File: src/design/lsu_ahb_pkg.sv
`default_nettype none

package lsu_ahb_pkg;

    // one word of address and data on the bus
    localparam int ADDR_W = 32;
    localparam int DATA_W = 32;

    // only the two transfer types a single-word master needs
    typedef enum logic [1:0] {
        HTRANS_IDLE   = 2'b00,
        HTRANS_NONSEQ = 2'b10
    } htrans_e;

    // transfer progress, split by direction
    typedef enum logic [2:0] {
        XS_IDLE    = 3'd0,
        // address phase on the bus
        XS_ADDR_RD = 3'd1,
        XS_ADDR_WR = 3'd2,
        // data phase in progress
        XS_DATA_RD = 3'd3,
        XS_DATA_WR = 3'd4,
        // done, waiting for writeback
        XS_HOLD_RD = 3'd5,
        XS_HOLD_WR = 3'd6
    } xfer_state_e;

endpackage

`default_nettype wire
File: src/design/lsu_ahb_master.sv
`timescale 1ns/1ns
`default_nettype none

module lsu_ahb_master (
    input  wire                              clk,
    input  wire                              rst_n,

    // lsu side
    input  wire                              re_i,
    input  wire                              we_i,
    input  wire  [lsu_ahb_pkg::ADDR_W-1:0]   addr_i,
    input  wire  [lsu_ahb_pkg::DATA_W-1:0]   wdata_i,
    output logic [lsu_ahb_pkg::DATA_W-1:0]   rdata_o,

    // pipeline control
    input  wire                              flush_i,
    input  wire                              wb_stall_i,
    output logic                             stallreq_o,

    // ahb-lite master
    output logic                             hsel_o,
    output lsu_ahb_pkg::htrans_e             htrans_o,
    output logic [lsu_ahb_pkg::ADDR_W-1:0]   haddr_o,
    output logic                             hwrite_o,
    output logic [lsu_ahb_pkg::DATA_W-1:0]   hwdata_o,
    input  wire                              hready_i,
    input  wire  [lsu_ahb_pkg::DATA_W-1:0]   hrdata_i
);

    wire start_rd;
    wire start_wr;
    wire addr_accept;
    wire rd_done;
    wire capture;
    wire hold_rd;

    ahb_xfer_fsm u_fsm (
        .clk           (clk),
        .rst_n         (rst_n),
        .re_i          (re_i),
        .we_i          (we_i),
        .flush_i       (flush_i),
        .wb_stall_i    (wb_stall_i),
        .hready_i      (hready_i),
        .start_rd_o    (start_rd),
        .start_wr_o    (start_wr),
        .addr_accept_o (addr_accept),
        .rd_done_o     (rd_done),
        .capture_o     (capture),
        .hold_rd_o     (hold_rd),
        .stallreq_o    (stallreq_o)
    );

    ahb_addr_phase u_addr (
        .clk           (clk),
        .rst_n         (rst_n),
        .start_rd_i    (start_rd),
        .start_wr_i    (start_wr),
        .addr_accept_i (addr_accept),
        .addr_i        (addr_i),
        .wdata_i       (wdata_i),
        .hsel_o        (hsel_o),
        .htrans_o      (htrans_o),
        .haddr_o       (haddr_o),
        .hwrite_o      (hwrite_o),
        .hwdata_o      (hwdata_o)
    );

    ahb_rdata_hold u_rdata (
        .clk           (clk),
        .rst_n         (rst_n),
        .rd_done_i     (rd_done),
        .capture_i     (capture),
        .hold_rd_i     (hold_rd),
        .hrdata_i      (hrdata_i),
        .rdata_o       (rdata_o)
    );

endmodule

`default_nettype wire

File: src/design/ahb_rdata_hold.sv
`timescale 1ns/1ns
`default_nettype none

module ahb_rdata_hold (
    input  wire                              clk,
    input  wire                              rst_n,

    // strobes from the fsm
    input  wire                              rd_done_i,
    input  wire                              capture_i,
    input  wire                              hold_rd_i,

    input  wire  [lsu_ahb_pkg::DATA_W-1:0]   hrdata_i,

    output logic [lsu_ahb_pkg::DATA_W-1:0]   rdata_o
);

    import lsu_ahb_pkg::*;

    logic [DATA_W-1:0] hold_q;

    // keeps the completed read while writeback is stalled
    always_ff @(posedge clk or negedge rst_n) begin
        if (!rst_n) begin
            hold_q <= '0;
        end else if (capture_i) begin
            hold_q <= hrdata_i;
        end
    end

    // live bus data on completion, held word afterwards
    always_comb begin
        if (rd_done_i) begin
            rdata_o = hrdata_i;
        end else if (hold_rd_i) begin
            rdata_o = hold_q;
        end else begin
            rdata_o = '0;
        end
    end

    a_done_xor_hold: assert property (
        @(posedge clk) disable iff (!rst_n)
        !(rd_done_i && hold_rd_i)
    );

    // a hold is always preceded by a capture or another hold cycle
    a_hold_after_capture: assert property (
        @(posedge clk) disable iff (!rst_n)
        hold_rd_i |-> $past(capture_i || hold_rd_i)
    );

endmodule

`default_nettype wire

File: src/design/ahb_addr_phase.sv
`timescale 1ns/1ns
`default_nettype none

module ahb_addr_phase (
    input  wire                              clk,
    input  wire                              rst_n,

    // strobes from the fsm
    input  wire                              start_rd_i,
    input  wire                              start_wr_i,
    input  wire                              addr_accept_i,

    // lsu request payload
    input  wire  [lsu_ahb_pkg::ADDR_W-1:0]   addr_i,
    input  wire  [lsu_ahb_pkg::DATA_W-1:0]   wdata_i,

    // ahb master outputs
    output logic                             hsel_o,
    output lsu_ahb_pkg::htrans_e             htrans_o,
    output logic [lsu_ahb_pkg::ADDR_W-1:0]   haddr_o,
    output logic                             hwrite_o,
    output logic [lsu_ahb_pkg::DATA_W-1:0]   hwdata_o
);

    import lsu_ahb_pkg::*;

    logic start;

    assign start = start_rd_i || start_wr_i;

    // address phase control
    always_ff @(posedge clk or negedge rst_n) begin
        if (!rst_n) begin
            hsel_o   <= 1'b0;
            htrans_o <= HTRANS_IDLE;
            haddr_o  <= '0;
            hwrite_o <= 1'b0;
        end else if (start) begin
            hsel_o   <= 1'b1;
            htrans_o <= HTRANS_NONSEQ;
            haddr_o  <= addr_i;
            hwrite_o <= start_wr_i;
        end else if (addr_accept_i) begin
            // hwrite kept, it belongs to the finished address phase
            hsel_o   <= 1'b0;
            htrans_o <= HTRANS_IDLE;
            haddr_o  <= '0;
        end
    end

    // write data lags the address by one phase
    always_ff @(posedge clk or negedge rst_n) begin
        if (!rst_n) begin
            hwdata_o <= '0;
        end else if (addr_accept_i && hwrite_o) begin
            hwdata_o <= wdata_i;
        end
    end

    // address and direction frozen while the slave holds off the address phase
    a_addr_stable: assert property (
        @(posedge clk) disable iff (!rst_n)
        (htrans_o == HTRANS_NONSEQ && !addr_accept_i)
            |=> ($stable(haddr_o) && $stable(hwrite_o))
    );

    // no new start while an address phase is still on the bus
    a_no_restart: assert property (
        @(posedge clk) disable iff (!rst_n)
        (htrans_o == HTRANS_NONSEQ) |-> !start
    );

endmodule

`default_nettype wire

File: src/design/ahb_xfer_fsm.sv
`timescale 1ns/1ns
`default_nettype none

module ahb_xfer_fsm (
    input  wire  clk,
    input  wire  rst_n,

    // lsu request
    input  wire  re_i,
    input  wire  we_i,

    // pipeline control
    input  wire  flush_i,
    input  wire  wb_stall_i,

    input  wire  hready_i,

    // to the address phase registers
    output logic start_rd_o,
    output logic start_wr_o,
    output logic addr_accept_o,

    // to the read data path
    output logic rd_done_o,
    output logic capture_o,
    output logic hold_rd_o,

    output logic stallreq_o
);

    import lsu_ahb_pkg::*;

    xfer_state_e state_q;
    xfer_state_e state_d;

    logic in_addr;
    logic in_data;
    logic data_done;

    assign in_addr   = (state_q == XS_ADDR_RD) || (state_q == XS_ADDR_WR);
    assign in_data   = (state_q == XS_DATA_RD) || (state_q == XS_DATA_WR);
    assign data_done = in_data && hready_i;

    // a new transfer only starts from idle, never under flush
    assign start_rd_o = (state_q == XS_IDLE) && re_i && hready_i && !flush_i;
    assign start_wr_o = (state_q == XS_IDLE) && we_i && hready_i && !flush_i;

    assign addr_accept_o = in_addr && hready_i;

    assign rd_done_o = (state_q == XS_DATA_RD) && hready_i;
    assign capture_o = rd_done_o && wb_stall_i;
    assign hold_rd_o = (state_q == XS_HOLD_RD);

    always_comb begin
        state_d = state_q;
        case (state_q)
            XS_IDLE: begin
                if (start_rd_o) begin
                    state_d = XS_ADDR_RD;
                end else if (start_wr_o) begin
                    state_d = XS_ADDR_WR;
                end
            end
            // bus phases run to the end, flush or not
            XS_ADDR_RD: begin
                if (hready_i) begin
                    state_d = XS_DATA_RD;
                end
            end
            XS_ADDR_WR: begin
                if (hready_i) begin
                    state_d = XS_DATA_WR;
                end
            end
            XS_DATA_RD: begin
                if (data_done) begin
                    state_d = wb_stall_i ? XS_HOLD_RD : XS_IDLE;
                end
            end
            XS_DATA_WR: begin
                if (data_done) begin
                    state_d = wb_stall_i ? XS_HOLD_WR : XS_IDLE;
                end
            end
            XS_HOLD_RD, XS_HOLD_WR: begin
                if (!wb_stall_i || flush_i) begin
                    state_d = XS_IDLE;
                end
            end
            default: begin
                state_d = XS_IDLE;
            end
        endcase
    end

    always_ff @(posedge clk or negedge rst_n) begin
        if (!rst_n) begin
            state_q <= XS_IDLE;
        end else begin
            state_q <= state_d;
        end
    end

    // pipeline waits until the fsm is headed back to idle
    assign stallreq_o = (state_d != XS_IDLE);

    // lsu never asks for both directions at once
    a_one_dir_req: assert property (
        @(posedge clk) disable iff (!rst_n)
        !(re_i && we_i)
    );

    a_one_start: assert property (
        @(posedge clk) disable iff (!rst_n)
        !(start_rd_o && start_wr_o)
    );

endmodule

`default_nettype wire

File: config.mk
export PLATFORM = sky130hd
export DESIGN_NAME = lsu_ahb_master
export DESIGN_NICKNAME = d
export VERILOG_FILES = /design/src/design/lsu_ahb_pkg.sv /design/src/design/lsu_ahb_master.sv /design/src/design/ahb_rdata_hold.sv /design/src/design/ahb_addr_phase.sv /design/src/design/ahb_xfer_fsm.sv
export SDC_FILE = /design/constraint.sdc
export NUM_CORES = 1
export LEC_CHECK = 0
export BUFFER_PORTS_ARGS = -buffer_cell sky130_fd_sc_hd__buf_2
export CAP_MARGIN = 30
export CORE_MARGIN = 3
export CORE_UTILIZATION = 47
export CTS_CLUSTER_SIZE = 30
export DETAILED_ROUTE_END_ITERATION = 7
export MAX_ROUTING_LAYER = met4
export PLACE_DENSITY = 0.8
export SKIP_CTS_REPAIR_TIMING = 1
export SLEW_MARGIN = 40
export SYNTH_ARGS = -nofsm -noshare
export SYNTH_HDL_FRONTEND = slang
export SYNTH_SLANG_ARGS = --single-unit
export TNS_END_PERCENT = 1
File: constraint.sdc
create_clock -name clk -period 1.9 [get_ports clk]
set_input_delay 0.285 -clock clk [delete_from_list [all_inputs] [get_ports clk]]
set_output_delay 0.285 -clock clk [all_outputs]
set_load 0.01 [all_outputs]
# After elaboration in Yosys (flattened, before gate mapping)
# Cells that the tools add are included.
[classes]
n_eq_ne = 6
n_mux = 18
n_reduce_logical = 21
[ops]
columns = ["cell", "count"]
rows = [
  ["32-bit two-way mux", 4],
  ["3-bit two-way mux", 9],
  ["3-bit case mux with 6 select lines", 1],
  ["1-bit logical AND", 11],
  ["3-bit equality test (second input constant)", 3],
  ["3-bit by 2-bit equality test with 1-bit output (second input constant)", 2],
  ["1-bit logical OR", 4],
  ["2-bit two-way mux", 2],
  ["3-bit by 1-bit equality test with 1-bit output (second input constant)", 1],
  ["3-bit logical NOT", 1],
  ["3-bit nonzero test", 1],
  ["1-bit logical NOT", 2],
  ["1-bit two-way mux", 2],
  ["2-bit nonzero test", 1],
  ["2-bit OR reduction", 1],
]
[totals]
ff_bits = 103
input_bits = 103
output_inout_bits = 101
word_cells = 52

# Longest topological paths before layout
[depth]
word_depth = 8
depth_mapped = 6

# Modules after synthesis
# Synthesis repeated with hierarchy kept, for this count alone.
[hier_totals]
cells_unflattened = 363
area_unflattened_um2 = 4777.1
[by_module_without_submodules]
columns = ["module", "n_inst", "cells_each", "area_per_inst_um2", "seq_area_each_um2"]
rows = [
  ["ahb_addr_phase", 1, 218, 2781.4, 1651.6],
  ["ahb_rdata_hold", 1, 112, 1706.6, 800.8],
  ["ahb_xfer_fsm", 1, 33, 289.0, 75.1],
]

# Worst setup path after synthesis
# No wires, ideal clock.
[synth_timing]
path_kind = "reg-to-output"
startpoint = "register u_fsm.state_q[1]"
endpoint = "output port stallreq_o"
t_arrival_ns = 1.387
required_time_ns = 1.615
setup_slack_ns = 0.228
path_stages_with_launch = 5
path_buffers = 1
path_cell_list = "dfrtp_1 > buf_2 > nor4_1 > o21ai_0 > nand4_1"
[synth_between]
elab_chain_len = 8
[synth_lines]
columns = ["element", "line", "rtl"]
rows = [
  ["start: declaration", "ahb_xfer_fsm.sv:33", "xfer_state_e state_q;"],
  ["start signal: assignment", "ahb_xfer_fsm.sv:100", "state_q <= state_d;"],
  ["3-bit logical NOT", "ahb_xfer_fsm.sv:45, ahb_xfer_fsm.sv:46, ahb_xfer_fsm.sv:56", ""],
  ["1-bit logical AND (3 in a row)", "ahb_xfer_fsm.sv:46", "assign start_wr_o = (state_q == XS_IDLE) && we_i && hready_i && !flush_i;"],
  ["3-bit two-way mux", "ahb_xfer_fsm.sv:60", "end else if (start_wr_o) begin"],
  ["3-bit two-way mux", "ahb_xfer_fsm.sv:58", "if (start_rd_o) begin"],
  ["3-bit case mux with 6 select lines (*)", "ahb_xfer_fsm.sv:56", "case (state_q)"],
  ["3-bit nonzero test (*)", "ahb_xfer_fsm.sv:105", "assign stallreq_o = (state_d != XS_IDLE);"],
  ["end: declaration", "lsu_ahb_master.sv:18", "output logic stallreq_o,"],
]
# Mark *: on every way between the ends. The rest lies on a longest branch, timed or not.

# Final worst setup path
[layout_timing]
startpoint = "register u_fsm.state_q[2]"
endpoint = "output port rdata_o[13] in the netlist's numbering"
[layout_between]
elab_chain_len = 3
[layout_lines]
columns = ["element", "line", "rtl"]
rows = [
  ["3-bit equality test or 3-bit by 2-bit equality test with 1-bit output (tied branches)", "ahb_xfer_fsm.sv:52, ahb_xfer_fsm.sv:50", ""],
  ["32-bit two-way mux or 1-bit logical AND (tied branches)", "ahb_rdata_hold.sv:35, ahb_xfer_fsm.sv:50", ""],
  ["32-bit two-way mux (*)", "ahb_rdata_hold.sv:33", "if (rd_done_i) begin"],
  ["end: declaration", "lsu_ahb_master.sv:13", "output logic [lsu_ahb_pkg::DATA_W-1:0] rdata_o,"],
]
# Marks and branches as above.

==> flow_summary.toml <==
[yosys]
yosys.area_share.simple_pct = 9.39
synth_cells = 363
synth-compound-area-share_pct = 11.5
synth.distinct_cells = 32
synth_top_family_by_area = "multiplexers"
synth_nets = 466
ys_ff_latch = 101
synth.area.mux_share_pct = 18.1
yosysTopAreaCell = "dfrtp_1"
ys.warnings.count = 0
ys.flop_type = "dfrtp_1"
yosysTopAreaCellShare_pct = 56.3
synth.area.top_cells = "dfrtp_1, mux2_2, mux2_4"
synth_edf_count = 0
syn_avg_cell_area_um2 = 12.4
synth_xor_xnor_area_share_pct = 0.195
seq_area_frac_synth_pct = 56.3
syn_area_mm2 = 0.00449
async_flop_share_pct = 100
synth-adder-area-share_pct = 0

[worst_setup_path]
cp_cell_sequence = "nand2b_1 -> nor2_4 -> clkbuf_16 -> a22o_1 -> buf_2"
critPathCaptureType = "primary output"
required_ps = 1620
startpoint_type = "flop"
cpMaxStageDelayCell = "dfrtp_2"
cpPeakStageDelay_ps = 470
crit_fanout = 16
worstPathArrival_ps = 1700
path_delay_family = "flip-flops"
path_buf_inv = 2
path_class = "flop to primary output"

[route]
ant_nets = 0
drt_wl_total_mm = 10.4
vias = 3484
drc = 0
first_pass_iters = 4
drtIter0Drc = 109
avgViaCountPerCell = 4.98
wl_per_cell_um = 14.9

[cts]
path_clk_slew_ps = 100
cts_tree = "built"
root_buffer = "clkbuf_8"
clockBufferDepth = 2
numClockSinks = 101
cts_made_buffers = 9
clk_latency_ps = 360
htreeDepth = 3

[layout]
fill_cells = 777
area_growth_pct = 31.5
seqCellArea_mm2 = 0.00253
diodes = 0
multi_input_area_mm2 = 0.00177
fin_area_mm2 = 0.00590
final_nets = 669
drive_gt1_share_pct = 53.1
layout.cells.non_filler = 700

[outcome]
outcome = "complete, but fails checks"
violations = "setup timing"

[placement]
placed_area_mm2 = 0.00561
port-buffer-count = 202
placed_cells = 679
gp_congestion = 0.810
dp_hpwl_mm = 7.50
pre_cts_slack_ps = 173

[power_and_ir_drop]
switching_share_pct = 34.6
power_uw = 8550
power.switching_uw = 2960
powerDensity_mw_per_mm2 = 1450
pwr-share-seq_pct = 43.9
combinationalPowerShare_pct = 39.1
p_leak_uw = 0.00316
vdd_drop_max_mv = 0.828
power.internal_uw = 5590
power_frac_clock_pct = 17.0

[die]
initial_core_util_pct = 48.4
io-pin-count = 204
fp.dieH_um = 104
die_area_mm2 = 0.0108
rows = 35
core_mm2 = 0.00928
die_x_um = 104

[timing]
fmax_mhz = 504
finalSetupViolations = 33
layout_setup_ws_ps = -84.3
layout_min_cycle_time_ps = 1980
slew_viol_final = 0
hold_viol = 0
rsz0062_at_grt = "true"
setup_tns_ps = -1800
period_share_pct = 104
skew_ps = 15.0

[global_routing]
grt_max_degree = 65
antenna_found_initial = 0
grtUsageTotal_pct = 19.6
grt_overflow_total = 0
first_global_vias = 3463
grt_pass1_wl_mm = 17.1

[run]
maxCapViolations = 0

[min_path]
worstHoldPathType = "input port to flop"
[stage by stage]
step / hold slack, ps / util, %
after floorplan: -10.6 / -
after CTS: -184 / 62.7
after global routing: 113 / 63.6
after global placement: 213 / 60.4
after detailed placement: 217 / 60.4
final: 121 / 63.6
[placed cells by master (no fill, tap or decap), types with 2 or more instances in the layout]
| cell type | netlist | routed |
|---|---|---|
| mux2_1 | 6 | 6 |
| buf_12 | 0 | 4 |
| o21ai_0 | 35 | 33 |
| buf_2 | 2 | 201 |
| a22o_1 | 33 | 33 |
| nand2_1 | 74 | 74 |
| mux2_4 | 24 | 24 |
| inv_1 | 2 | 2 |
| dfrtp_2 | 0 | 3 |
| buf_4 | 5 | 10 |
| clkbuf_8 | 0 | 11 |
| nor2_1 | 3 | 2 |
| mux2_2 | 34 | 34 |
| nand2b_1 | 3 | 3 |
| nor2_4 | 2 | 2 |
| and2b_1 | 2 | 2 |
| dfrtp_1 | 101 | 98 |
| o21ai_1 | 2 | 3 |
| a21oi_1 | 3 | 3 |
[metal layers]
| metal | GRT usage [%] | up-vias | wire, µm |
|---|---|---|---|
| li1 | - | 1664 | - |
| met5 | - | - | 0 |
| met4 | 6.08 | 0 | 172 |
| met2 | 31.7 | 137 | 5110 |
| met1 | 25.1 | 1667 | 4510 |
| met3 | 4.11 | 16 | 650 |
[state kept, by name, indices dropped and copies added, names as in the netlist]
register         cells
u_addr.haddr_o      32
u_addr.hwdata_o     32
u_fsm.state_q        3
u_addr.htrans_o      1
u_addr.hwrite_o      1
u_rdata.hold_q      32
[synth_stat cells, types with 2 or more instances]
| cell | instances |
|---|---|
| buf_6 | 10 |
| mux2_4 | 24 |
| mux2_1 | 6 |
| o21ai_0 | 35 |
| buf_4 | 5 |
| nand2_1 | 74 |
| a21oi_1 | 3 |
| mux2_2 | 34 |
| buf_1 | 3 |
| o21ai_1 | 2 |
| buf_2 | 2 |
| nand2b_1 | 3 |
| nor2_4 | 2 |
| clkbuf_1 | 6 |
| a22o_1 | 33 |
| nor2_1 | 3 |
| inv_1 | 2 |
| dfrtp_1 | 101 |
| and2b_1 | 2 |
[worst paths after layout]
check	start	endpoint	slack (ps)	cells past startpoint
max	u_fsm.state_q[2]$_DFF_PN0_	rdata_o[13]	-80	5
min in group asynchronous	rst_n	u_rdata.hold_q[11]$_DFFE_PN0P_	370	2
max reg2reg	u_fsm.state_q[0]$_DFF_PN0_	u_rdata.hold_q[31]$_DFFE_PN0P_	110	6
min reg2reg	u_addr.hwdata_o[29]$_DFFE_PN0P_	u_addr.hwdata_o[29]$_DFFE_PN0P_	490	1
max in group asynchronous	rst_n	u_fsm.state_q[1]$_DFF_PN0_	920	3
min	addr_i[1]	u_addr.haddr_o[1]$_DFFE_PN0P_	120	3
[area by class of cell]
type	count	share of cell area [%]
clock inverters	5	1.12
multi-input cells	234	30.1
clock buffers	11	2.56
well taps	129	2.73
flip-flops and latches	101	42.9
inverters	2	0.127
repair buffers	218	20.5
[worst reg2reg max path: stages, from the launching register on]
cell	delay, ps
dfrtp_2	500
nand2b_1	180
nor2_4	70
buf_4	130
nand2_2	50
buf_4	360
mux2_2	390
[kinds of logic after synthesis]
logic type             count (synthesis)
AO/OA/AOI/OAI                         76
XOR/XNOR                               1
buffers and inverters                 28
flip-flops                           101
multiplexers                          64
other                                  1
AND/OR/NAND/NOR                       92
[power by group through the flow]
stage | sequential (µW) | clock, µW | combinational (µW)
after global placement | 3720 | 0 | 3220
after floorplan | 4010 | 0 | 1780
after CTS | 3740 | 1500 | 3330
final | 3750 | 1450 | 3350
after detailed placement | 3760 | 0 | 3340
after global routing | 3900 | 1580 | 3650
(Power assumes the default switching activity.)
